**config.mk**
```make
export PLATFORM = sky130hd
export DESIGN_NAME = phys_reg_file
export DESIGN_NICKNAME = d
export VERILOG_FILES = /design/src/ooo_pkg.sv /design/src/rv32m_pkg.sv /design/src/phys_reg_file.sv
export SDC_FILE = /design/constraint.sdc
export NUM_CORES = 2
export LEC_CHECK = 0
export ABC_AREA = 0
export CAP_MARGIN = 20
export CORE_ASPECT_RATIO = 0.7
export CORE_MARGIN = 5
export CORE_UTILIZATION = 32
export CTS_CLUSTER_DIAMETER = 60
export DETAILED_ROUTE_END_ITERATION = 7
export DONT_BUFFER_PORTS = 1
export HOLD_SLACK_MARGIN = 0.15
export PLACE_DENSITY_LB_ADDON = 0.3
export RECOVER_POWER = 100
export SLEW_MARGIN = 20
export SYNTH_ARGS = -nofsm -noshare
export SYNTH_HDL_FRONTEND = slang
export SYNTH_SLANG_ARGS = --single-unit
```
**constraint.sdc**
```tcl
create_clock -name clk -period 5.4 [get_ports clk]
set_input_delay 1.08 -clock clk [delete_from_list [all_inputs] [get_ports clk]]
set_output_delay 1.08 -clock clk [all_outputs]
set_load 0.05 [all_outputs]
```
**src/ooo_pkg.sv**
```systemverilog
`default_nettype none

package ooo_pkg;

    // Physical register file size
    localparam int PRF_DEPTH = 64;

    // Tag that names one physical register
    localparam int TAG_W = $clog2(PRF_DEPTH);

    // Multiply reservation station slots
    localparam int RS_DEPTH = 8;

    // Index of one station slot
    localparam int RS_IDX_W = $clog2(RS_DEPTH);

    // Cycles from issue to result broadcast
    localparam int MUL_STAGES = 3;

endpackage

`default_nettype wire

```
**src/rv32m_pkg.sv**
```systemverilog
`default_nettype none

package rv32m_pkg;

    // Architectural data word
    localparam int XLEN = 32;

    // Width of the funct3 field in an OP-type instruction
    localparam int FUNCT3_W = 3;

    // Multiply group encodings (funct7 = 0000001)

    // Low half of the product, signedness does not matter
    localparam logic [FUNCT3_W-1:0] F3_MUL = 3'd0;

    // High half, both operands signed
    localparam logic [FUNCT3_W-1:0] F3_MULH = 3'd1;

    // High half, rs1 signed and rs2 unsigned
    localparam logic [FUNCT3_W-1:0] F3_MULHSU = 3'd2;

    // High half, both operands unsigned
    localparam logic [FUNCT3_W-1:0] F3_MULHU = 3'd3;

endpackage

`default_nettype wire

```
**src/phys_reg_file.sv**
```systemverilog
`default_nettype none

module phys_reg_file (
    input  logic                          clk,
    input  logic                          rst,
    input  logic                          wa_valid,
    input  logic [ooo_pkg::TAG_W-1:0]     wa_tag,
    input  logic [rv32m_pkg::XLEN-1:0]    wa_data,
    input  logic                          wb_valid,
    input  logic [ooo_pkg::TAG_W-1:0]     wb_tag,
    input  logic [rv32m_pkg::XLEN-1:0]    wb_data,
    input  logic [ooo_pkg::TAG_W-1:0]     ra_tag,
    input  logic [ooo_pkg::TAG_W-1:0]     rb_tag,
    output logic [rv32m_pkg::XLEN-1:0]    ra_data,
    output logic [rv32m_pkg::XLEN-1:0]    rb_data
);

    logic [rv32m_pkg::XLEN-1:0] regs [ooo_pkg::PRF_DEPTH];

    // The two buses never target the same tag in one cycle
    always_ff @(posedge clk) begin
        if (rst) begin
            for (int i = 0; i < ooo_pkg::PRF_DEPTH; i++) begin
                regs[i] <= '0;
            end
        end else begin
            if (wa_valid) begin
                regs[wa_tag] <= wa_data;
            end
            if (wb_valid) begin
                regs[wb_tag] <= wb_data;
            end
        end
    end

    // Asynchronous reads, no bypass needed since wakeup trails the write
    always_comb begin
        ra_data = regs[ra_tag];
        rb_data = regs[rb_tag];
    end

endmodule

`default_nettype wire

```
# Word-level counts from Yosys, hierarchy flattened
# Memories as Yosys holds them, arrays and structs flattened.
# Index checks and enable logic that the tools add are counted.
# totals
reg_bits	0
latch_bits	0
ram_bits	2048
romBits	0
in_bits	92
out_inout_bits	64
word_cells	17
n_memories	1
# classes
add_sub_neg	0
multipliers	0
div_mod_pow	0
magnitude_cmp	0
eq_ne	0
shift	0
muxes	14
n_bitwise	0
n_reduce_logical	2
# memory_table
name	words	width	read_ports	rd_ports_with_merged_regs	wr	line_no	text
regs	64	32	2	0	64	phys_reg_file.sv:18	logic [rv32m_pkg::XLEN-1:0] regs [ooo_pkg::PRF_DEPTH];
# ops
op	count
$mux W32	2
$reduce_or A32 Y1	2
$mux W6	2
$mux W1	10

# Depth between registers and ports, before layout
# logic_depth
ltp_word	5
ltp_mapped	9
depth_no_buf	5

# Worst setup path before layout
# OpenSTA, ideal clock, no wires.
# synth_path
kind	input -> output
start	in rb_tag[0] in the netlist's numbering
end	out rb_data[20] in the netlist's numbering
arrival_ns	3.643
required_time_ns	4.320
slack_ns	0.677
path_stages	8
n_path_buf	4
cell_sequence	buf_6 buf_6 buf_6 buf_4 mux2i_1 o311ai_0 a211oi_1 nor4_1
# synth_between
elab_chain_len	1
# synth_lines
element	line_no	text
from (decl)	phys_reg_file.sv:13	input logic [ooo_pkg::TAG_W-1:0] rb_tag,
$mem_v2 Z64 W32	-	
to (decl)	phys_reg_file.sv:15	output logic [rv32m_pkg::XLEN-1:0] rb_data
# No other way between the ends.

# Worst setup path in the final report
# layout_path
start	in ra_tag[1] in the netlist's numbering
end	out ra_data[28] in the netlist's numbering
# layout_between
elab_chain_len	1
# layout_lines
element	line_no	text
from (decl)	phys_reg_file.sv:12	input logic [ooo_pkg::TAG_W-1:0] ra_tag,
$mem_v2 Z64 W32	-	
to (decl)	phys_reg_file.sv:14	output logic [rv32m_pkg::XLEN-1:0] ra_data,
# No other way between the ends.

==> metrics.md <==
| Metric | Value |
|---|---|
| HP Class | primary input to flip-flop |
| Fraction of layout instances using a drive strength above 1 | 0.2796 |
| Largest register by flop count | regs |
| Startpoint types | primary input |
| Failing checks | design-rule violations, max-capacitance violations, max-slew violations, negative setup slack |
| Core Footprint | approximately 360,000 um^2 |
| Final Hold Slack | 374.2 ps |
| Cell at the slowest stage of the critical path | a221oi_1 |
| Post-layout instance area | 130,900 um^2 |
| Worst slew pin tran | 3355 ps |
| Die Y | a little over 500 um |
| Biggest regs | regs (2048) |
| Ys Warns | 0 |
| Gpl congestion | slightly below 1 |
| Ys async rst share | 0 |
| Sink Count | roughly 2k |
| EDFF count, synth | approximately 2.0k |
| Clock Tree Buf Depth | 4 |
| Final wirelength | 587,500 um |
| CP max stage delay | 1120 ps |
| Max FO, Critical Path | 410 |
| Row cnt | 185 |
| Layout fillers | 33.71k |
| Number of port buffers | 0 |
| Final min period | between 6000 and 7000 ps |
| Num CTS Buffers | 223 |
| Most frequent CP cell | a221oi_1 |
| Setup_tns | -112,380 ps |
| CTS tree | built |
| Seq/Total Area, Yosys | 0.5293 |
| Post-CTS Hold Buffers | 0 |
| Avg Inst Size Synth | 15.20 um^2 |
| First-pass GRT wire length | 775,000 um |
| Synth unique cells | 59 |
| Final Hold Viols | 0 |
| Seq cells post-synth | 2,048 |
| Syn Nets | 7,735 |
| Initial antenna violation count | 42 |
| Vias | about 91k |
| Post-Synthesis Cells | approximately 7.6k |
| Violation count after the first detailed-route iteration | 17.78k |
| Inst Count DP | 12.01k |
| Via density | 7.302 |
| Pin count of the biggest net entering global routing | 411 |
| Area Growth Syn to Fin | 12.64% |
| Max frequency | 0.1645 GHz |
| Multi-input logic area | 49,790 um^2 |
| Placed cell areas | 125,300 um^2 |
| Critical Path AT | 5000 ps |
| Final Util | 0.3613 |
| Synthesized area | 116,200 um^2 |
| Max-slew violations | 2,638 |
| Period utilisation layout | 1.126 |
| Die area | roughly 380,000 um^2 |
| Area occupied by registers | 61,500 um^2 |
| Starting density of the core | 0.3208 |
| Status | finished with violations |
| Required @ worst endpoint | between 4000 and 5000 ps |
| Final setup viols | 716 |
| Crit-path cells | mux4_2, mux2i_1, a221oi_1, a21oi_1, a221oi_1, buf_4, buf_12 |
| Die width | 730.2 um |
| CTS clk-pin slew, worst paths | 60 ps |
| Max FFs per register | 2,048 |
| Peak VDD IR | 0.0002666 V |
| ANT nets after route | 0 |
| Clock Tree Root | clkbuf_16 |
| Dpl ws | -1719 ps |
| Layout Cells excl Fill | 12.46k |
| Critical setup path kind | primary input to output port |
| Ys flop type | edfxtp_1 |
| Grt ovf | 0 |
| Power Density | 303.1 nW/um^2 |
| Max_slew headroom | -1.254 |
| 1st-pass router iterations | 8 |
| DRC | 4 |
| Total track usage | 0.3004 |
| WL per Instance | 47.16 um |
| CP Capture Type | output port |
| Final WS setup | -679.0 ps |
| Vias in the first global route | 83.23k |
| Top-Level Pins | 156 |
| Max-cap violations | slightly below 100 |
| Nets@finish | 7,479 |
| Bufs and invs on worst path | 2 |
| Post-DP HPWL | ~340,000 um |
| Leakage power | 42.42 nW |
| Tot Pwr | approximately 40 mW |
| Worst path top cell family by delay | compound AO/OA/AOI/OAI gates |
| H-tree depth | 4 |
[power by group]
part           internal (mW)  switching (mW)  total (mW)
clock                   8.19            6.90        15.1
combinational           2.41            3.31        5.72
sequential              18.4           0.474        18.9
total                   29.0            10.7        39.7
[routing by layer]
layer | up-vias | track usage | part of all wire
li1 | 32376 | - | -
met1 | 47419 | 0.3740 | 0.34
met2 | 9550 | 0.4002 | 0.39
met3 | 1579 | 0.1971 | 0.21
met4 | 46 | 0.1312 | 0.059
met5 | - | 0.02154 | 0.0024
[layout make-up]
cell class | count | area share
diodes | 42 | 0.0008030
clock buffers | 277 | 0.04467
clock inverters | 115 | 0.006654
inverters | 4 | 0.0001243
multi-input cells | 4360 | 0.3804
flip-flops and latches | 2048 | 0.4699
well taps | 4862 | 0.04648
repair buffers | 750 | 0.05097
[layout by cell type, fill, tap and decap left out, drive strengths merged, types with 4 or more instances in the layout]
master    synthesis  layout
clkbuf          790     485
a22o           2062    2062
nand4             7       7
o22a             30      30
a2111oi           6       6
inv               3       9
nor4             50      50
or3b              7       7
o221ai           43      43
diode             0      42
bufbuf            0       9
a31oi            11      11
clkinvlp          0       9
o21a             21      21
bufinv            0      12
or3              70      70
a21oi            27      27
o22ai           262     262
nor3            102     102
a211oi           45      45
and2              8       8
a221oi           20      20
nor2            172     172
nand3b            7       7
nor2b            50      50
mux2             38      38
a22oi            27      27
or2               4       4
buf             441     533
nand3            20      20
clkinv            1      89
mux4           1020    1020
nand2b           14      14
a211o             4       4
mux2i            67      67
o21ai            58      58
nand2            91      91
edfxtp         2048    2048
[cell families (layout without fill, tap and decap cells)]
group / after synthesis / count (layout) / synth area share
simple gates: 612 / 612 / 0.02827
buf+inv: 1235 / 1146 / 0.04693
mux: 1125 / 1125 / 0.2074
flops: 2048 / 2048 / 0.5293
compound gates: 2623 / 2623 / 0.1881
other cells: 0 / 42 / 0
[repair_timing]
item / CTS / global route
buffers inserted: 0 / 0
gates cloned: 10 / 1
hold endpoints to repair: 0 / 0
pin swaps: 0 / 0
endpoints found under the setup margin: 32 / 7
resized for setup: 7 / 5
[synthesized netlist by cell type (all sizes together), types with 20 or more instances]
master	count	area share
mux4	1020	0.20
mux2i	67	0.0058
or3	70	0.0038
o221ai	43	0.0032
edfxtp	2048	0.53
a211oi	45	0.0029
buf	441	0.021
mux2	38	0.0037
o21a	21	0.0014
nor4	50	0.0027
nor2b	50	0.0027
a221oi	20	0.0015
o22ai	262	0.014
clkbuf	790	0.026
nand2	91	0.0030
nand3	20	0.00090
a21oi	27	0.0012
o22a	30	0.0023
o21ai	58	0.0025
a22o	2062	0.16
nor3	102	0.0058
nor2	172	0.0059
a22oi	27	0.0017
[worst paths after layout]
path	from	end	slack (ps)	cells after the start
worst max-delay path	ra_tag[1]	ra_data[28]	-680	7
worst min-delay path	wa_data[16]	regs[39][16]$_DFFE_PP_	370	1
No activity file was read; power rests on OpenSTA's default activity.
