File: src/ooo_pkg.sv
`default_nettype none

package ooo_pkg;

    // Physical register file size
    localparam int PRF_DEPTH = 64;

    // Tag that names one physical register
    localparam int TAG_W = $clog2(PRF_DEPTH);

    // Multiply reservation station slots
    localparam int RS_DEPTH = 8;

    // Index of one station slot
    localparam int RS_IDX_W = $clog2(RS_DEPTH);

    // Cycles from issue to result broadcast
    localparam int MUL_STAGES = 3;

endpackage

`default_nettype wire

File: src/rv32m_pkg.sv
`default_nettype none

package rv32m_pkg;

    // Architectural data word
    localparam int XLEN = 32;

    // Width of the funct3 field in an OP-type instruction
    localparam int FUNCT3_W = 3;

    // Multiply group encodings (funct7 = 0000001)

    // Low half of the product, signedness does not matter
    localparam logic [FUNCT3_W-1:0] F3_MUL = 3'd0;

    // High half, both operands signed
    localparam logic [FUNCT3_W-1:0] F3_MULH = 3'd1;

    // High half, rs1 signed and rs2 unsigned
    localparam logic [FUNCT3_W-1:0] F3_MULHSU = 3'd2;

    // High half, both operands unsigned
    localparam logic [FUNCT3_W-1:0] F3_MULHU = 3'd3;

endpackage

`default_nettype wire

File: src/mul_unit.sv
`default_nettype none

module mul_unit (
    input  logic                          clk,
    input  logic                          rst,
    input  logic                          in_valid,
    input  logic [rv32m_pkg::FUNCT3_W-1:0] in_funct3,
    input  logic [ooo_pkg::TAG_W-1:0]     in_dst_tag,
    input  logic [rv32m_pkg::XLEN-1:0]    in_a,
    input  logic [rv32m_pkg::XLEN-1:0]    in_b,
    output logic                          out_valid,
    output logic [ooo_pkg::TAG_W-1:0]     out_tag,
    output logic [rv32m_pkg::XLEN-1:0]    out_data
);

    logic                           a_signed;
    logic                           b_signed;

    // Stage 1, extended operands
    logic                           s1_valid;
    logic [ooo_pkg::TAG_W-1:0]      s1_tag;
    logic [rv32m_pkg::FUNCT3_W-1:0] s1_funct3;
    logic signed [rv32m_pkg::XLEN:0] s1_a;
    logic signed [rv32m_pkg::XLEN:0] s1_b;

    // Stage 2, full product
    logic                           s2_valid;
    logic [ooo_pkg::TAG_W-1:0]      s2_tag;
    logic [rv32m_pkg::FUNCT3_W-1:0] s2_funct3;
    logic signed [2*rv32m_pkg::XLEN-1:0] s2_prod;

    // Operand signedness per encoding
    always_comb begin
        case (in_funct3)
            rv32m_pkg::F3_MUL,
            rv32m_pkg::F3_MULH: begin
                a_signed = 1'b1;
                b_signed = 1'b1;
            end
            rv32m_pkg::F3_MULHSU: begin
                a_signed = 1'b1;
                b_signed = 1'b0;
            end
            rv32m_pkg::F3_MULHU: begin
                a_signed = 1'b0;
                b_signed = 1'b0;
            end
            default: begin
                a_signed = 1'b0;
                b_signed = 1'b0;
            end
        endcase
    end

    // Valid bits flow through reset, payload does not
    always_ff @(posedge clk) begin
        if (rst) begin
            s1_valid  <= 1'b0;
            s2_valid  <= 1'b0;
            out_valid <= 1'b0;
        end else begin
            s1_valid  <= in_valid;
            s2_valid  <= s1_valid;
            out_valid <= s2_valid;
        end
    end

    always_ff @(posedge clk) begin
        s1_tag    <= in_dst_tag;
        s1_funct3 <= in_funct3;
        s1_a      <= {a_signed & in_a[rv32m_pkg::XLEN-1], in_a};
        s1_b      <= {b_signed & in_b[rv32m_pkg::XLEN-1], in_b};

        s2_tag    <= s1_tag;
        s2_funct3 <= s1_funct3;
        // 33x33 signed, low 64 bits cover every variant
        s2_prod   <= s1_a * s1_b;

        out_tag   <= s2_tag;
        if (s2_funct3 == rv32m_pkg::F3_MUL) begin
            out_data <= s2_prod[rv32m_pkg::XLEN-1:0];
        end else begin
            out_data <= s2_prod[2*rv32m_pkg::XLEN-1:rv32m_pkg::XLEN];
        end
    end

endmodule

`default_nettype wire

File: config.mk
export PLATFORM = sky130hd
export DESIGN_NAME = mul_unit
export DESIGN_NICKNAME = d
export VERILOG_FILES = /design/src/ooo_pkg.sv /design/src/rv32m_pkg.sv /design/src/mul_unit.sv
export SDC_FILE = /design/constraint.sdc
export NUM_CORES = 2
export LEC_CHECK = 0
export BUFFER_PORTS_ARGS = -buffer_cell sky130_fd_sc_hd__clkbuf_2
export CORE_AREA = 2 2 400 244
export DETAILED_ROUTE_END_ITERATION = 8
export DIE_AREA = 0 0 402 246
export PLACE_DENSITY = 0.65
export SYNTH_ARGS = -nofsm -noshare
export SYNTH_HDL_FRONTEND = slang
export SYNTH_SLANG_ARGS = --single-unit
File: constraint.sdc
create_clock -name clk -period 11.3 [get_ports clk]
set_input_delay 1.695 -clock clk [delete_from_list [all_inputs] [get_ports clk]]
set_output_delay 1.695 -clock clk [all_outputs]
set_load 0.005 [all_outputs]
---- Word level (Yosys, flattened, before mapping) ----
Cells that the tools add are included.
Widths: inputs -> output; s select.
word-level totals
  word-level logic and storage cells ...... 24
  bits of input ports ..................... 76
  bits in registers ....................... 189
  output and inout port bits .............. 39
operators by class
  multiply operators ...................... 1
  muxes and demuxes ....................... 3
  reductions and logical operators ........ 4
  bitwise operators ....................... 2
  equality and inequality tests ........... 2
operator list
  kind                number
  $mul 33x33->64      1
  $mux 32             1
  $logic_not 3->1     2
  $eq 3x1->1 const B  1
  $eq 3x2->1 const B  1
  $reduce_or 3->1     1
  $and 1x1->1         2
  $mux 1              2
  $reduce_or 2->1     1

---- Logic depth before layout (Yosys ltp) ----
  depth in word-level cells ............... 4
  mapped depth ............................ 28
  mapped depth without buffers ............ 26

---- Worst setup path after synthesis ----
Ideal clock, no wire load.
  path type ............................... register -> register
  start point ............................. register s1_a[32] (netlist name)
  end point ............................... register s2_prod[60] (netlist name)
  setup time .............................. 95 ps
  arrival time ............................ 7811 ps
  stages on the path, launching flop included .. 25
  setup slack ............................. 3393 ps
  clock period less this slack ............ 7907 ps
  path through ............................ dfxtp_1 -> clkbuf_1 -> nand2_1 -> inv_1 -> fa_1 -> fa_1 -> fa_1 -> inv_1 -> fa_1 -> inv_1 -> fa_1 -> fa_1 -> inv_1 -> fa_1 -> fa_1 -> inv_1 -> ha_1 -> a21o_1 -> a21oi_1 -> nor2b_1 -> or2_2 -> or3_1 -> nor3_1 -> nor2_1 -> o311ai_1
on the way
  longest elaborated chain between the ends .. 1
ends and longest elaborated chain
  item                      RTL line        source
  start: declaration        mul_unit.sv:23  logic signed [rv32m_pkg::XLEN:0] s1_a;
  start signal: assignment  mul_unit.sv:71  s1_a <= {a_signed & in_a[rv32m_pkg::XLEN-1], in_a};
  $mul 33x33->64            mul_unit.sv:77  s2_prod <= s1_a * s1_b;
  end signal: assignment    mul_unit.sv:77
  end: declaration          mul_unit.sv:30  logic signed [2*rv32m_pkg::XLEN-1:0] s2_prod;
Every way passes these cells.
A chain may end at the register's enable or synchronous reset.

---- Final worst setup path ----
  start point ............................. register s1_b[0] (netlist name)
  end point ............................... register s2_prod[63] (netlist name)
on the way
  longest elaborated chain between the ends .. 1
ends and longest elaborated chain
  item                      RTL line        source
  start: declaration        mul_unit.sv:24  logic signed [rv32m_pkg::XLEN:0] s1_b;
  start signal: assignment  mul_unit.sv:72  s1_b <= {b_signed & in_b[rv32m_pkg::XLEN-1], in_b};
  $mul 33x33->64            mul_unit.sv:77
Every way passes these cells.

==> summary.md <==
| Metric | Value |
|---|---|
| Multiplexer share of the synthesized area | 0.00848 |
| Clk slew on worst S/H paths | 0.09 ns |
| Worst-skew pair later-pin latency | 0.53 ns |
| Post-layout minimum cycle time | 8.99 ns |
| Post-synthesis sequential area ratio | 0.0890 |
| Critical Path Start | s1_b[0]$_DFF_P_ |
| Crit path top cell by count | fa_1 |
| Worst path max stage delay | 1.04 ns |
| RSZ-0062 raised after global routing | false |
| Longest Clk Path Bufs | 2 |
| Ports | 115 |
| Inserted Diodes | 0 |
| Run status | finished, final reports clean |
| # rows | 88 |
| Vias | 28995 |
| Setup Buffers After CTS | 0 |
| Pre-Repair DR Iteration Count | 6 |
| Final hold vios | 0 |
| Largest family of logic cells by synthesized area | adder cells |
| CTS Root Cell | clkbuf_16 |
| Core region area | 0.0951 sq mm |
| Clock Skew | 0.0199 ns |
| Setup crit start kind | register |
| Worst R2R Start | s1_b[0]$_DFF_P_ |
| Placed cells | 5595 |
| Gr usage total | 0.255 |
| Share of synthesized cell area in full adder, half adder and majority cells | 0.592 |
| Area grow syn2layout | 5.60% |
| First-pass GRT wire length | 188000 microns |
| Number of enable flip-flop cells after synthesis | 0 |
| Post-route ant nets | 0 |
| Max_slew headroom | 0.0663 |
| Fin Setup TNS | 0 ns |
| Drc violations | 0 |
| CTS tree | yes |
| Htree depth | 4 |
| DIE HEIGHT | 246 microns |
| Initial antenna violation count | 5 |
| Initial Util | 0.447 |
| Main synth FF type | dfxtp_1 |
| Total of warnings raised by yosys | 0 |
| Largest net degree at the start of global routing | 34 |
| XOR/XNOR share of the synthesized area | 0.0159 |
| MaxCap Viol Count | 0 |
| Layout cells sized above 1 | 0.0618 |
| Worst-path cell chain | nand2_1, inv_1, fa_1, fa_1, fa_1, inv_1, fa_1, buf_4, inv_1, fa_1, fa_1, fa_1, fa_1, ha_1, and3_1, nand3_1, nor2_1, nand2_1, a2111oi_2, o32ai_2, o21ai_0, a31oi_1, xnor2_1 |
| Netlist Area Pre-Place | 0.0425 sq mm |
| RD Place Congestion | 0.930 |
| Kind of critical path | register to register |
| Slew at the pin with the worst max-slew slack | 1.40 ns |
| Unique masters post-synth | 63 |
| Commonest non-fill, non-tap cell in the layout | fa_1 |
| Initial DRC Count | 2573 |
| Hold slack | 0.330 ns |
| Min-delay worst type | register to register |
| Final non-filler cell total | 5627 |
| Maximum fanout along the worst path | 33 |
| Syn avg cell area | 9.69 sq um |
| Vias in the first global route | 30765 |
| Worst Setup End Kind | register |
| CTS Hold Bufs | 0 |
| Placed wire-length estimate | 95500 microns |
| Post-Route WL | 120000 microns |
| Max-slew violation count | 0 |
| Chip width | 402 microns |
| Most frequent cells in the layout | fa_1, inv_1, nand2_1 |
| Crit path DAT | 9.38 ns |
| Final core area utilization | 0.472 |
| Num CTS Buffers | 17 |
| CP required | 11.69 ns |
| Synth Area in Simple Gates | 0.150 |
| Wire per inst | 21.4 microns |
| Complex-gate fraction of the synthesized area | 0.0286 |
| Global route overflow | 0 |
| # setup viols final | 0 |
| Period Utilization, post-route | 0.796 |
| Async S/R FF share, synth | 0 |
| CTS resizes | 0 |
| Flip-flop and latch count after synthesis | 189 |
| Crit-path slowest cell | dfxtp_1 |
| Fin nets | 5767 |
| Synthesized net count | 5796 |
| Post-Syn Instances | 4383 |
| Clock sink count | 189 |
| Via density | 5.15 |
| Hold path start | s1_funct3[1]$_DFF_P_ |
| Die area | 0.0989 sq mm |
| Number of port buffers | 114 |
| FMAX | 111 MHz |
[critical path: cells and delay by family (launching register included)]
family / cells / cell delay (ns)
simple gates: 5 / 1.01
buf+inv: 4 / 0.85
fa+ha+maj: 9 / 4.78
xor+xnor: 1 / 0.14
compound gates: 4 / 1.00
flops: 1 / 1.04
[registers in the layout, summed over array words and instances (netlist names)]
name	count
s2_tag	6
s1_valid	1
s1_b	33
s1_funct3	3
s2_prod	64
s2_valid	1
out_tag	6
s1_tag	6
s1_a	33
out_data	32
s2_funct3	3
out_valid	1
[synthesized netlist by cell type (all sizes together), types with 6 or more instances]
cell / instances / share of area
xnor2: 51 / 0.011
mux2: 32 / 0.0085
dfxtp: 189 / 0.089
nor2b: 32 / 0.0047
a211oi: 7 / 0.0014
or3: 7 / 0.0010
nand4: 12 / 0.0018
nand2: 559 / 0.049
a21o: 31 / 0.0055
ha: 212 / 0.062
nand2b: 12 / 0.0018
nor3: 15 / 0.0018
o21a: 6 / 0.0011
nand3: 15 / 0.0019
o21bai: 7 / 0.0012
a21oi: 63 / 0.0075
o21ai: 39 / 0.0047
clkbuf: 212 / 0.019
a31oi: 7 / 0.0010
xor2: 26 / 0.0054
inv: 1092 / 0.096
and2: 544 / 0.080
fa: 1125 / 0.53
nor2: 31 / 0.0028
[worst paths after layout]
path	end	slack (ns)	depth (start not counted)
hold reg to reg	s2_funct3[1]$_DFF_P_	0.33	0
setup / recovery	s2_prod[63]$_DFF_P_	2.31	23
hold / removal	s2_funct3[1]$_DFF_P_	0.33	0
setup reg to reg	s2_prod[63]$_DFF_P_	2.31	23
[per-stage QoR]
| stage | setup slack (ns) | cell area, sq um |
|---|---|---|
| detailed placement | 2.40 | 44300 |
| global placement | 2.54 | 44300 |
| finish | 2.31 | 44900 |
| global route | 1.77 | 44900 |
| floorplan | 3.39 | 42500 |
| CTS | 2.37 | 44900 |
[kinds of logic after synthesis]
kind of cell,after synthesis
AOI/OAI and AO/OA,187
muxes,32
buffers and inverters,1308
DFF,189
and+or+nand+nor,1253
adders and majority gates,1337
xor gates and xnor gates,77
[metal layers]
metal	track usage	vias up	wire (microns)
met5	0	-	0
li1	-	12428	-
met4	0.0468	0	1770
met3	0.0971	108	16800
met1	0.394	14943	56200
met2	0.337	1516	45600
[area by class of cell]
cell class                 instances  area (sq um)
sequential                       189          3810
tap                             1260          1580
clock inverter                    15           186
inverter                        1092          4100
clock buffer                      17           425
timing repair buffer             168           976
multi-input combinational       2886         33800
fill                            9020         50300
Power is not shown: default switching activity piles up to over one toggle a cycle in this logic, so the estimate is an artifact.
