[src/ooo_pkg.sv]
`default_nettype none

package ooo_pkg;

    // Physical register file size
    localparam int PRF_DEPTH = 64;

    // Tag that names one physical register
    localparam int TAG_W = $clog2(PRF_DEPTH);

    // Multiply reservation station slots
    localparam int RS_DEPTH = 8;

    // Index of one station slot
    localparam int RS_IDX_W = $clog2(RS_DEPTH);

    // Cycles from issue to result broadcast
    localparam int MUL_STAGES = 3;

endpackage

`default_nettype wire

[src/rs_ctrl.sv]
`default_nettype none

module rs_ctrl (
    input  logic                             clk,
    input  logic                             rst,
    input  logic                             disp_valid,
    input  logic [ooo_pkg::RS_DEPTH-1:0]     entry_ready,
    output logic [ooo_pkg::RS_DEPTH-1:0]     alloc_we,
    output logic                             issue_valid,
    output logic [ooo_pkg::RS_IDX_W-1:0]     issue_idx,
    output logic                             table_full
);

    logic [ooo_pkg::RS_DEPTH-1:0] busy;
    logic [ooo_pkg::RS_DEPTH-1:0] issue_cand;
    logic [ooo_pkg::RS_DEPTH-1:0] issue_oh;
    logic [ooo_pkg::RS_DEPTH-1:0] free_slots;
    logic [ooo_pkg::RS_IDX_W-1:0] alloc_idx;
    logic                         alloc_any;
    logic [ooo_pkg::RS_IDX_W:0]   busy_cnt;

    // Issue select, lowest busy slot with both sources ready
    always_comb begin
        issue_cand  = busy & entry_ready;
        issue_valid = |issue_cand;
        issue_idx   = '0;
        for (int i = ooo_pkg::RS_DEPTH - 1; i >= 0; i--) begin
            if (issue_cand[i]) begin
                issue_idx = ooo_pkg::RS_IDX_W'(i);
            end
        end
        issue_oh = '0;
        if (issue_valid) begin
            issue_oh[issue_idx] = 1'b1;
        end
    end

    // Allocation, the slot leaving this cycle counts as free
    always_comb begin
        free_slots = ~busy | issue_oh;
        alloc_any  = |free_slots;
        alloc_idx  = '0;
        for (int i = ooo_pkg::RS_DEPTH - 1; i >= 0; i--) begin
            if (free_slots[i]) begin
                alloc_idx = ooo_pkg::RS_IDX_W'(i);
            end
        end
        alloc_we = '0;
        if (disp_valid && alloc_any) begin
            alloc_we[alloc_idx] = 1'b1;
        end
    end

    // Occupancy
    always_comb begin
        busy_cnt = '0;
        for (int i = 0; i < ooo_pkg::RS_DEPTH; i++) begin
            busy_cnt = busy_cnt + (ooo_pkg::RS_IDX_W + 1)'(busy[i]);
        end
        table_full = (busy_cnt == (ooo_pkg::RS_IDX_W + 1)'(ooo_pkg::RS_DEPTH));
    end

    // Set wins over clear when an issuing slot is refilled
    always_ff @(posedge clk) begin
        if (rst) begin
            busy <= '0;
        end else begin
            busy <= (busy & ~issue_oh) | alloc_we;
        end
    end

endmodule

`default_nettype wire

[config.mk]
export PLATFORM = sky130hd
export DESIGN_NAME = rs_ctrl
export DESIGN_NICKNAME = d
export VERILOG_FILES = /design/src/ooo_pkg.sv /design/src/rs_ctrl.sv
export SDC_FILE = /design/constraint.sdc
export NUM_CORES = 1
export LEC_CHECK = 0
export ABC_AREA = 1
export ABC_CLOCK_PERIOD_IN_PS = 4700
export BUFFER_PORTS_ARGS = -buffer_cell sky130_fd_sc_hd__buf_4
export CORE_AREA = 3 3 42 51
export CTS_CLUSTER_DIAMETER = 50
export CTS_CLUSTER_SIZE = 12
export DETAILED_ROUTE_END_ITERATION = 12
export DIE_AREA = 0 0 45 54
export PLACE_DENSITY = 0.74
export SETUP_SLACK_MARGIN = 0.4
export SYNTH_ARGS = -nofsm -noshare
export SYNTH_HDL_FRONTEND = slang
export SYNTH_SLANG_ARGS = --single-unit
[constraint.sdc]
create_clock -name clk -period 4.7 [get_ports clk]
set_input_delay 0.94 -clock clk [delete_from_list [all_inputs] [get_ports clk]]
set_output_delay 0.94 -clock clk [all_outputs]
set_load 0.01 [all_outputs]
* After elaboration in Yosys (flattened, before gate mapping)
Index checks and enable logic that the tools add are counted.
** Storage, ports and cells
- Output and inout port bits :: 13
- Input bits :: 11
- Bits in read-only memories :: 0
- Bits in latches :: 0
- Logic and storage cells :: 46
- Memories :: 0
- Flip-flop bits (word level) :: 8
- Memory bits (writable) :: 0
** Cells by class
- $lt $le $gt $ge :: 4
- Bitwise operators :: 6
- Add/subtract/negate cells :: 7
- Muxes and demuxes :: 22
- Shift-type cells :: 0
- $mul :: 0
- Reductions and logical operators :: 5
- Divide/modulo/power cells :: 0
- Equality and inequality tests :: 1
** Operators with widths (number)
- $mux W3 :: 16
- $add A4 B1 Y4 :: 4
- $and A8 B8 Y8 :: 2
- $mux W8 :: 2
- $not A8 Y8 :: 2
- $or A8 B8 Y8 :: 2
- $reduce_or A8 Y1 :: 2
- $lt A3 B4 Y1 const B :: 2
- $demux W1 S3 :: 2
- $ge A3 B1 Y1 const B :: 2
- $add A3 B1 Y4 :: 1
- $eq A4 B4 Y1 const B :: 1
- $add A2 B1 Y3 :: 1
- $logic_and A1 B1 Y1 :: 3
- $add A1 B1 Y2 :: 1
- $mux W1 :: 2

* Logic depth before layout (Yosys ltp)
Gate-level depths: netlist (run 1).
- Depth after elaboration :: 29
- Gate-level depth with buffers :: 19
- Depth with buffers taken out :: 19

* Worst setup path after synthesis (run 1)
No wires, ideal clock.
- Path kind :: register to output
- Start :: register busy[0] (netlist bit)
- End :: output table_full
- Data arrival time :: 2946 ps
- Cell stages (with the launch flop) :: 11
- Buffers on the path :: 0
- Path slack :: 814 ps
- Cell sequence :: dfxtp_1 fa_1 inv_1 fa_1 fa_1 inv_1 ha_1 inv_1 fa_1 nand2_1 nor4_1
** Between the ends
- Cells in the longest elaborated chain, start to end :: 8
** Ends and longest elaborated chain
- start, declared :: RTL line rs_ctrl.sv:14 : logic [ooo_pkg::RS_DEPTH-1:0] busy;
- start signal, assigned :: RTL line rs_ctrl.sv:68 : busy <= (busy & ~issue_oh) | alloc_we;
- $add A1 B1 Y2 :: RTL line rs_ctrl.sv:58 : busy_cnt = busy_cnt + (ooo_pkg::RS_IDX_W + 1)'(busy[i]);
- $add A2 B1 Y3 :: RTL line rs_ctrl.sv:58
- $add A3 B1 Y4 :: RTL line rs_ctrl.sv:58
- $add A4 B1 Y4 (4 in a row) :: RTL line rs_ctrl.sv:58
- $eq A4 B4 Y1 :: RTL line rs_ctrl.sv:60 : table_full = (busy_cnt == (ooo_pkg::RS_IDX_W + 1)'(ooo_pkg::RS_DEPTH));
- end, declared :: RTL line rs_ctrl.sv:11 : output logic table_full
Every way passes these cells.

* Worst setup path after layout (run 1)
Ends and elaborated chain as after synthesis.

==> results of run 1 <==
## routing by layer
layer / share of wire / routed length [µm] / vias up / track usage
met5: 0 / 0 / - / 0
met4: 0.035 / 63 / 0 / 0.122
met3: 0.059 / 106 / 6 / 0.0234
met2: 0.48 / 870 / 25 / 0.302
met1: 0.42 / 756 / 367 / 0.194
li1: - / - / 439 / -
## worst max-delay path: stages (launching register included)
cell,delay [ns]
dfxtp_1,0.35
fa_1,0.54
inv_1,0.05
fa_1,0.50
fa_1,0.41
inv_1,0.06
ha_1,0.15
inv_1,0.05
fa_1,0.49
nand2_1,0.06
nor4_2,0.21
buf_4,0.16
## synth_stat cells, drive strengths merged
master   n
nand2   42
inv     33
a21oi   11
nand3   10
nor2    10
dfxtp    8
fa       4
ha       3
nand4    2
a21boi   1
clkbuf   1
nor3     1
nor4     1
o21ai    1
o21bai   1
## metrics by stage
stage | power [µW] | hold WS [ns]
2_1_floorplan | 84.0 | 0.492
3_5_place_dp | 95.9 | 0.532
3_3_place_gp | 95.0 | 0.522
5_1_grt | 151 | 0.566
4_1_cts | 145 | 0.539
6_report | 145 | 0.537
## report_power, final
| group | total [µW] | internal (µW) | leakage (µW) | switching, µW |
|---|---|---|---|---|
| sequential | 69.9 | 68.8 | 0.0000648 | 1.07 |
| combinational | 24.7 | 11.8 | 0.000519 | 12.9 |
| clock | 50.0 | 29.1 | 0.0000138 | 21.0 |
## cell type report
class	instances	area, µm²
clock buffers	3	22.5
fillers	171	626
inverters	33	124
multi-input cells	87	554
flip-flops and latches	8	160
well taps	18	22.5
repair buffers	23	173
## logic make-up after synthesis
group,Yosys count,synth area share
compound gates,14,0.112
simple gates,66,0.403
buf+inv,34,0.153
flops,8,0.192
fa+ha+maj,7,0.141
## final timing paths
check          start         end  slack, ns  cells past startpoint
max reg2reg  busy[0]     busy[2]       2.82                     16
max          busy[0]  table_full       0.48                     11
min reg2reg  busy[5]     busy[5]       0.54                      2
min          busy[5]     busy[5]       0.54                      2
==> summary.txt, run 1 <==
Run status
  • Outcome: complete, no violations

Placement
  • Post-DP HPWL: 1.56 mm
  • PortBufs: 23
  • Placement Setup Slack: between 0.7 and 0.8 ns
  • Post-DP Area: 1030 µm²
  • GP Congestion: between 0.7 and 0.8
  • Placed instance count: around 170

GRT
  • Number of global-route vias before repair: 772
  • Overflow after GRT: 0
  • First-pass GRT wire length: approximately 3.1 mm
  • Initial antenna violation count: 0
  • Total GRT Usage: 0.175
  • Largest net degree at the start of global routing: 9

Floorplan
  • Core Rows: 16
  • Core outline area: 1680 µm²
  • Die Width: 45 µm
  • Die H: approximately 54 µm
  • Initial Util: 0.497
  • Die area: 2430 µm²
  • Io pins: 24

Cells and area
  • Non-filler cells, final: around 170
  • Most frequent cells in the layout: 29 x inv_1, 27 x nand2_1, 23 x buf_4
  • Max reg flops: 8
  • Finished Cell Area: 1060 µm²
  • Nets: 174
  • Most common cell after layout, fill and taps aside: inv_1
  • Final Core Density: 0.628
  • Layout area overhead: 26.3%
  • N_diodes: 0
  • Biggest register: busy
  • Regs by FF count: busy: 8 flops
  • Share of layout cells above drive strength 1: 0.344

Synthesis
  • Synthesized Nets: 147
  • Area contributors post-synth: dfxtp_1 19%, inv_1 13%, nand2_1 12%
  • YS warnings: 0
  • Distinct cells, synth: 21
  • Post-Synthesis Cells: 129
  • Synthesized area per cell: 6.48 µm²
  • Synth top area share: 0.192
  • Sequential area share after synthesis: 0.192
  • Post-synthesis cell area: 836 µm²
  • Area leader, netlist: dfxtp_1
  • Synthesized flop and latch total: 8

Critical path
  • CP max FO: 3
  • Startpoint types: flop
  • Critical path data arrival time: 3.28 ns
  • Crit path kind: reg -> out
  • Setup crit end kind: output port
  • Worst Path Required: ~3.8 ns

Clocking
  • Clock root cell: clkbuf_4
  • Post-CTS Setup Repair Bufs: 0
  • Clock transition at the registers of the reported paths: about 0.05 ns
  • Htree depth: 1
  • CTS buffer count: 3
  • Hold buffer count at cts: 0
  • CTS sink cnt: 8
  • Clk buf depth: 2
  • Clk Latency, worst-skew pair: 0.25 ns
  • Post-cts sizing count: 0
  • CTS tree: built

Run
  • Total of max-cap violations: 0

Routing
  • Residual DRC: 0
  • Vias post-DR: 837
  • Final wirelength: roughly 1.8 mm
  • Number of iterations in the first detailed-routing pass: 4
  • Remaining antenna violation count: 0
  • Wire per inst: 10.4 µm
  • Vias per cell: 4.87
  • 1st-iter DRT viols: 13

Timing
  • Slew headroom: 0.796
  • Hold Vio Cnt, Final: 0
  • Setup ws final: 0.479 ns
  • RSZ-0062 raised after global routing: yes
  • Setup Skew: ~0.00094 ns
  • Final Cycle Share: 0.898
  • # setup viols final: 0
  • Setup Total Neg Slack: 0 ns
  • Max Clk Rate: 237 MHz
  • Worst Max-Slew Pin Slew: 0.305 ns
  • Final min period: 4.22 ns
  • Max-slew violations: 0

Worst hold path
  • Hold Path Class: reg -> reg

Pwr
  • Leak: 0.000598 µW
  • PwrDens: about 140 nW/µm²
  • Worst IR Drop VDD: roughly 0.1 mV
Note: power is estimated with default switching activity, not from simulation.
==> inputs of run 2 (changes only) <==
PLACE_DENSITY = unset   (was 0.74)
PLACE_DENSITY_LB_ADDON = 0.08   (was unset)
==> run 2 against run 1 <==
First-iteration DRC count grew 7.7%. Count of clock-buffer cells in the layout unchanged. Sequential power about the same. Critical endpoint unchanged. Sequential cell count unchanged. Core utilization unchanged. Combinational power about the same.
==> summary.txt, run 2 (synthesized netlist as in run 1, its figures left out) <==
Cells and area
  • N_diodes: 0 (unchanged)
  • Most common cell after layout, fill and taps aside: inv_1 (unchanged)
  • Fillers: 162 (was 171)
  • Nets: 174 (unchanged)
  • Max reg flops: 8 (unchanged)
  • Regs by FF count: busy: 8 flops (unchanged)
  • Layout area overhead: 26.3% (unchanged)
  • Most frequent cells in the layout: 29 x inv_1, 27 x nand2_1, 23 x buf_4 (unchanged)
  • Biggest register: busy (unchanged)
  • Finished Cell Area: 1060 µm² (unchanged)
  • Share of layout cells above drive strength 1: 0.344 (unchanged)

Floorplan
  • Io pins: 24 (unchanged)
  • Die Width: 45 µm (unchanged)
  • Die area: 2430 µm² (unchanged)
  • Initial Util: 0.497 (unchanged)
  • Core outline area: 1680 µm² (unchanged)
  • Core Rows: 16 (unchanged)
  • Die H: 54 µm (unchanged)

Critical path
  • Crit path kind: reg -> out (unchanged)
  • CP max FO: 3 (unchanged)
  • Critical path data arrival time: 3.24 ns (was 3.28 ns)
  • Startpoint types: flop (unchanged)
  • Worst Path Required: 3.76 ns (about the same)
  • Setup crit end kind: output port (unchanged)

Clocking
  • CTS buffer count: 3 (unchanged)
  • CTS sink cnt: 8 (unchanged)
  • Clock transition at the registers of the reported paths: 0.05 ns (about the same)
  • CTS tree: built (unchanged)
  • Clk buf depth: 2 (unchanged)
  • Post-CTS Setup Repair Bufs: 0 (unchanged)
  • Hold buffer count at cts: 0 (unchanged)
  • Clk Latency, worst-skew pair: 0.25 ns (about the same)
  • Htree depth: 1 (unchanged)
  • Clock root cell: clkbuf_4 (unchanged)

Routing
  • Number of iterations in the first detailed-routing pass: 4 (unchanged)
  • Vias per cell: 4.69 (was 4.87)
  • Vias post-DR: 806 (was 837)
  • Final wirelength: 1.72 mm (was 1.80 mm)
  • Wire per inst: 9.98 µm (was 10.4 µm)
  • 1st-iter DRT viols: 14 (was 13)
  • Residual DRC: 0 (unchanged)
  • Remaining antenna violation count: 0 (unchanged)

Run status
  • Outcome: complete, no violations (unchanged)

Timing
  • RSZ-0062 raised after global routing: yes (unchanged)
  • Final Cycle Share: 0.889 (was 0.898)
  • # setup viols final: 0 (unchanged)
  • Hold Vio Cnt, Final: 0 (unchanged)
  • Max Clk Rate: 239 MHz (was 237 MHz)
  • Setup Skew: 0.00262 ns (was 0.000939 ns)
  • Max-slew violations: 0 (unchanged)
  • Worst Max-Slew Pin Slew: 0.291 ns (was 0.305 ns)
  • Setup Total Neg Slack: 0 ns (unchanged)
  • Slew headroom: 0.804 (was 0.796)
  • Final min period: 4.18 ns (was 4.22 ns)

Pwr
  • Leak: 0.000598 µW (unchanged)
  • PwrDens: 137 nW/µm² (about the same)
  • Worst IR Drop VDD: 0.0967 mV (was 0.100 mV)
  • Power Total: 144 µW (was 145 µW)

Worst hold path
  • Hold Path Class: reg -> reg (unchanged)

Placement
  • GP Congestion: 0.818 (was 0.775)
  • Post-DP Area: 1030 µm² (unchanged)
  • Post-DP HPWL: 1.51 mm (was 1.56 mm)
  • PortBufs: 23 (unchanged)

GRT
  • Number of global-route vias before repair: 771 (was 772)
  • Total GRT Usage: 0.168 (was 0.175)
  • Largest net degree at the start of global routing: 9 (unchanged)
  • Initial antenna violation count: 0 (unchanged)
  • Overflow after GRT: 0 (unchanged)
  • First-pass GRT wire length: 3.04 mm (was 3.14 mm)

Run
  • Total of max-cap violations: 0 (unchanged)
## run 2: cell counts in the layout (fill, tap and decap cells not counted)
Identical to the previous run, type by type.
## run 2: critical path: stages (launching register included)
cell and delay [ns]:
dfxtp_1 0.34, fa_1 0.53, inv_1 0.05, fa_1 0.49, fa_1 0.41, inv_1 0.07
ha_1 0.16, inv_1 0.05, fa_1 0.48, nand2_1 0.06, nor4_2 0.20, buf_4 0.16
## run 2: worst paths after layout
kind | cells past startpoint | slack [ns] | startpoint | endpoint
setup / recovery | 11 | 0.52 | busy[0] | table_full
hold / removal | 2 | 0.54 | busy[5] | busy[5]
setup reg to reg | 16 | 2.85 | busy[1] | busy[2]
hold reg to reg | 2 | 0.54 | busy[5] | busy[5]
## run 2: repair_timing
item                                   in CTS  in global routing
setup endpoints to repair                   0                  1
gates resized for setup                     0                  1
endpoints found under the hold margin       0                  0
## run 2: power breakdown
group,switching [µW],total (µW),internal (µW)
clock network,21.2,50.3,29.1
registers,0.946,69.7,68.8
logic,12.7,24.4,11.7
total,34.9,144,110
## run 2: layer usage
metal | wire (µm) | share of wire | global-route usage
met1 | 714 | 0.42 | 0.198
met2 | 903 | 0.53 | 0.281
met3 | 83 | 0.048 | 0.0234
met4 | 14 | 0.0082 | 0.102
met5 | 0 | 0 | 0
## run 2: cell type report
class                           instances  area (µm²)  area share
Multi-Input combinational cell         87         554       0.525
Tap cell                               18        22.5      0.0213
Timing Repair Buffer                   23         173       0.164
Clock buffer                            3        22.5      0.0213
Inverter                               33         124       0.117
Sequential cell                         8         160       0.152
## run 2: per-stage QoR
step / instances / util / hold slack, ns / worst slack [ns]
5_1_grt: 172 / 0.628 / 0.558 / 0.366
4_1_cts: 172 / 0.624 / 0.544 / 0.477
6_report: 172 / 0.628 / 0.536 / 0.521
3_3_place_gp: 169 / 0.611 / 0.525 / 0.822
2_1_floorplan: 129 / - / 0.492 / 0.814
3_5_place_dp: 169 / 0.611 / 0.535 / 0.728
==> inputs of run 3 (changes only) <==
BUFFER_PORTS_ARGS = unset   (was -buffer_cell sky130_fd_sc_hd__buf_4)
CORE_AREA = 3 3 43 45   (was 3 3 42 51)
DIE_AREA = 0 0 46 48   (was 0 0 45 54)
DONT_BUFFER_PORTS = 1   (was unset)
PLACE_DENSITY_LB_ADDON = 0.15   (was 0.08)
==> run 3 against run 2 <==
Count of clock-buffer cells in the layout stayed put. Design area down 16%. Worst hold slack improved by 0.00051 ns. Largest cell class unchanged. Non-clock buffer count down 23. Wire length rose by 2.9%. Clock skew shrank 0.0014 ns. Critical path depth shrank 1. Core utilization down 3.7 points. Sequential cell count is the same. Sequential power hardly changed. Worst setup slack better by 0.0091 ns. Largest power group unchanged. Via count decreased by 5.6%.
==> summary.txt, run 3 (synthesized netlist as in run 1, its figures left out) <==
Run status
  • Outcome: complete, no violations (unchanged)

Clocking
  • Clock root cell: clkbuf_4 (unchanged)
  • Clock transition at the registers of the reported paths: 0.05 ns (about the same)
  • Clk Latency, worst-skew pair: 0.25 ns (about the same)
  • Htree depth: 1 (unchanged)
  • CTS buffer count: 3 (unchanged)
  • Clk buf depth: 2 (unchanged)
  • CTS tree: built (unchanged)
  • CTS sink cnt: 8 (unchanged)

Placement
  • Placed instance count: 144 (was 169)
  • PortBufs: 0 (was 23)
  • Post-DP Area: 852 µm² (was 1030 µm²)
  • GP Congestion: 0.784 (was 0.818)
  • Post-DP HPWL: 1.55 mm (was 1.51 mm)

Timing
  • Max Clk Rate: 240 MHz (was 239 MHz)
  • Hold Vio Cnt, Final: 0 (unchanged)
  • Setup Skew: 0.00126 ns (was 0.00262 ns)
  • Final min period: 4.17 ns (was 4.18 ns)
  • Setup Total Neg Slack: 0 ns (unchanged)
  • RSZ-0062 raised after global routing: yes (unchanged)
  • Max-slew violations: 0 (unchanged)
  • Hold_ws: 0.536 ns (about the same)
  • # setup viols final: 0 (unchanged)
  • Worst Max-Slew Pin Slew: 0.296 ns (was 0.291 ns)
  • Final Cycle Share: 0.887 (was 0.889)
  • Slew headroom: 0.800 (was 0.804)

Cells and area
  • Regs by FF count: busy: 8 flops (unchanged)
  • Non-filler cells, final: 147 (was 172)
  • Fillers: 163 (was 162)
  • Finished Cell Area: 890 µm² (was 1060 µm²)
  • Nets: 151 (was 174)
  • Most frequent cells in the layout: 29 x inv_1, 27 x nand2_1, 12 x nand2_2 (was 29 x inv_1, 27 x nand2_1, 23 x buf_4)
  • Most common cell after layout, fill and taps aside: inv_1 (unchanged)
  • Layout area overhead: 6.44% (was 26.3%)
  • Max reg flops: 8 (unchanged)
  • Area of the multi-input gates: 563 µm² (was 554 µm²)
  • Share of layout cells above drive strength 1: 0.229 (was 0.344)
  • Biggest register: busy (unchanged)
  • Storage cell area: 160 µm² (unchanged)
  • N_diodes: 0 (unchanged)

GRT
  • Initial antenna violation count: 0 (unchanged)
  • Largest net degree at the start of global routing: 9 (unchanged)
  • Overflow after GRT: 0 (unchanged)
  • First-pass GRT wire length: 3.00 mm (was 3.04 mm)
  • Number of global-route vias before repair: 749 (was 771)
  • Total GRT Usage: 0.189 (was 0.168)

Floorplan
  • Core outline area: 1510 µm² (was 1680 µm²)
  • Io pins: 24 (unchanged)
  • Core Rows: 14 (was 16)
  • Initial Util: 0.555 (was 0.497)
  • Die area: 2210 µm² (was 2430 µm²)
  • Die Width: 46 µm (was 45 µm)
  • Die H: 48 µm (was 54 µm)

Routing
  • Number of iterations in the first detailed-routing pass: 4 (unchanged)
  • Vias per cell: 5.18 (was 4.69)
  • Vias post-DR: 761 (was 806)
  • Remaining antenna violation count: 0 (unchanged)
  • Final wirelength: 1.77 mm (was 1.72 mm)
  • Residual DRC: 0 (unchanged)
  • 1st-iter DRT viols: 7 (was 14)
  • Wire per inst: 12.0 µm (was 9.98 µm)

Pwr
  • Leak: 0.000485 µW (was 0.000598 µW)
  • Worst IR Drop VDD: 0.0887 mV (was 0.0967 mV)
  • PwrDens: 152 nW/µm² (was 137 nW/µm²)

Critical path
  • Crit path kind: reg -> out (unchanged)
  • Reg2reg path depth: 16 (unchanged)
  • CP cell instances: fa_1, inv_1, fa_1, fa_1, inv_1, ha_1, inv_1, fa_1, nand2_1, nor4_4 (was fa_1, inv_1, fa_1, fa_1, inv_1, ha_1, inv_1, fa_1, nand2_1, nor4_2, buf_4)
  • Max incr delay on CP: 0.53 ns (about the same)
  • Critical path data arrival time: 3.23 ns (was 3.24 ns)
  • CP max FO: 3 (unchanged)
  • Startpoint types: flop (unchanged)
  • Setup crit end kind: output port (unchanged)
  • CP max stage cell: fa_1 (unchanged)
  • CP dominant cell by count: fa_1 (unchanged)
  • Worst Path Required: 3.76 ns (about the same)

Run
  • Total of max-cap violations: 0 (unchanged)

Worst hold path
  • Hold Path Stages: 2 (unchanged)
  • Hold Path Class: reg -> reg (unchanged)
run 3: cell count changes in the layout (fill, tap and decap cells not counted), sizes merged:
| cell | previous run | this run |
|---|---|---|
| buf | 23 | 0 |
run 3: timing repair:
item | in CTS | in global routing
endpoints found under the setup margin | 1 | 1
hold buffers | 0 | 0
buffers inserted | 0 | 0
resized for setup | 1 | 1
pin swaps | 0 | 0
run 3: final timing paths:
kind	slack (ns)	start	endpoint
max	0.53	busy[0]	table_full
min	0.54	busy[3]	busy[3]
max reg2reg	2.79	busy[0]	busy[2]
min reg2reg	0.54	busy[3]	busy[3]
run 3: per-layer routing:
metal  track usage  wire, µm  up-vias
met5             0         0        -
met4        0.0909        21        0
met3        0.0263        68        2
met2         0.346       930       16
met1         0.213       745      347
li1              -         -      396
run 3: per-stage QoR:
stage | setup slack (ns) | total power, µW | util
after global placement | 0.747 | 84.7 | 0.566
final | 0.530 | 135 | 0.591
after floorplan | 0.814 | 84.0 | -
after detailed placement | 0.634 | 86.0 | 0.566
after global routing | 0.395 | 142 | 0.591
after CTS | 0.486 | 136 | 0.585
run 3: layout make-up:
cell class                      count  area share
Inverter                           33       0.139
Multi-Input combinational cell     87       0.633
Sequential cell                     8       0.180
Tap cell                           16      0.0225
Clock buffer                        3      0.0253
run 3: worst max-delay path, delay by kind of cell, from the launching register on:
family / cells / cell delay, ns
fa+ha+maj: 5 / 2.11
buf+inv: 3 / 0.17
flops: 1 / 0.34
simple gates: 2 / 0.36
run 3: power breakdown:
| group | total (µW) | internal (µW) | switching (µW) | leakage [µW] |
|---|---|---|---|---|
| Combinational | 15.3 | 5.16 | 10.2 | 0.000406 |
| Clock | 49.9 | 29.0 | 20.9 | 0.0000138 |
| Sequential | 69.7 | 68.8 | 0.951 | 0.0000648 |
| Total | 135 | 103 | 32.0 | 0.000485 |
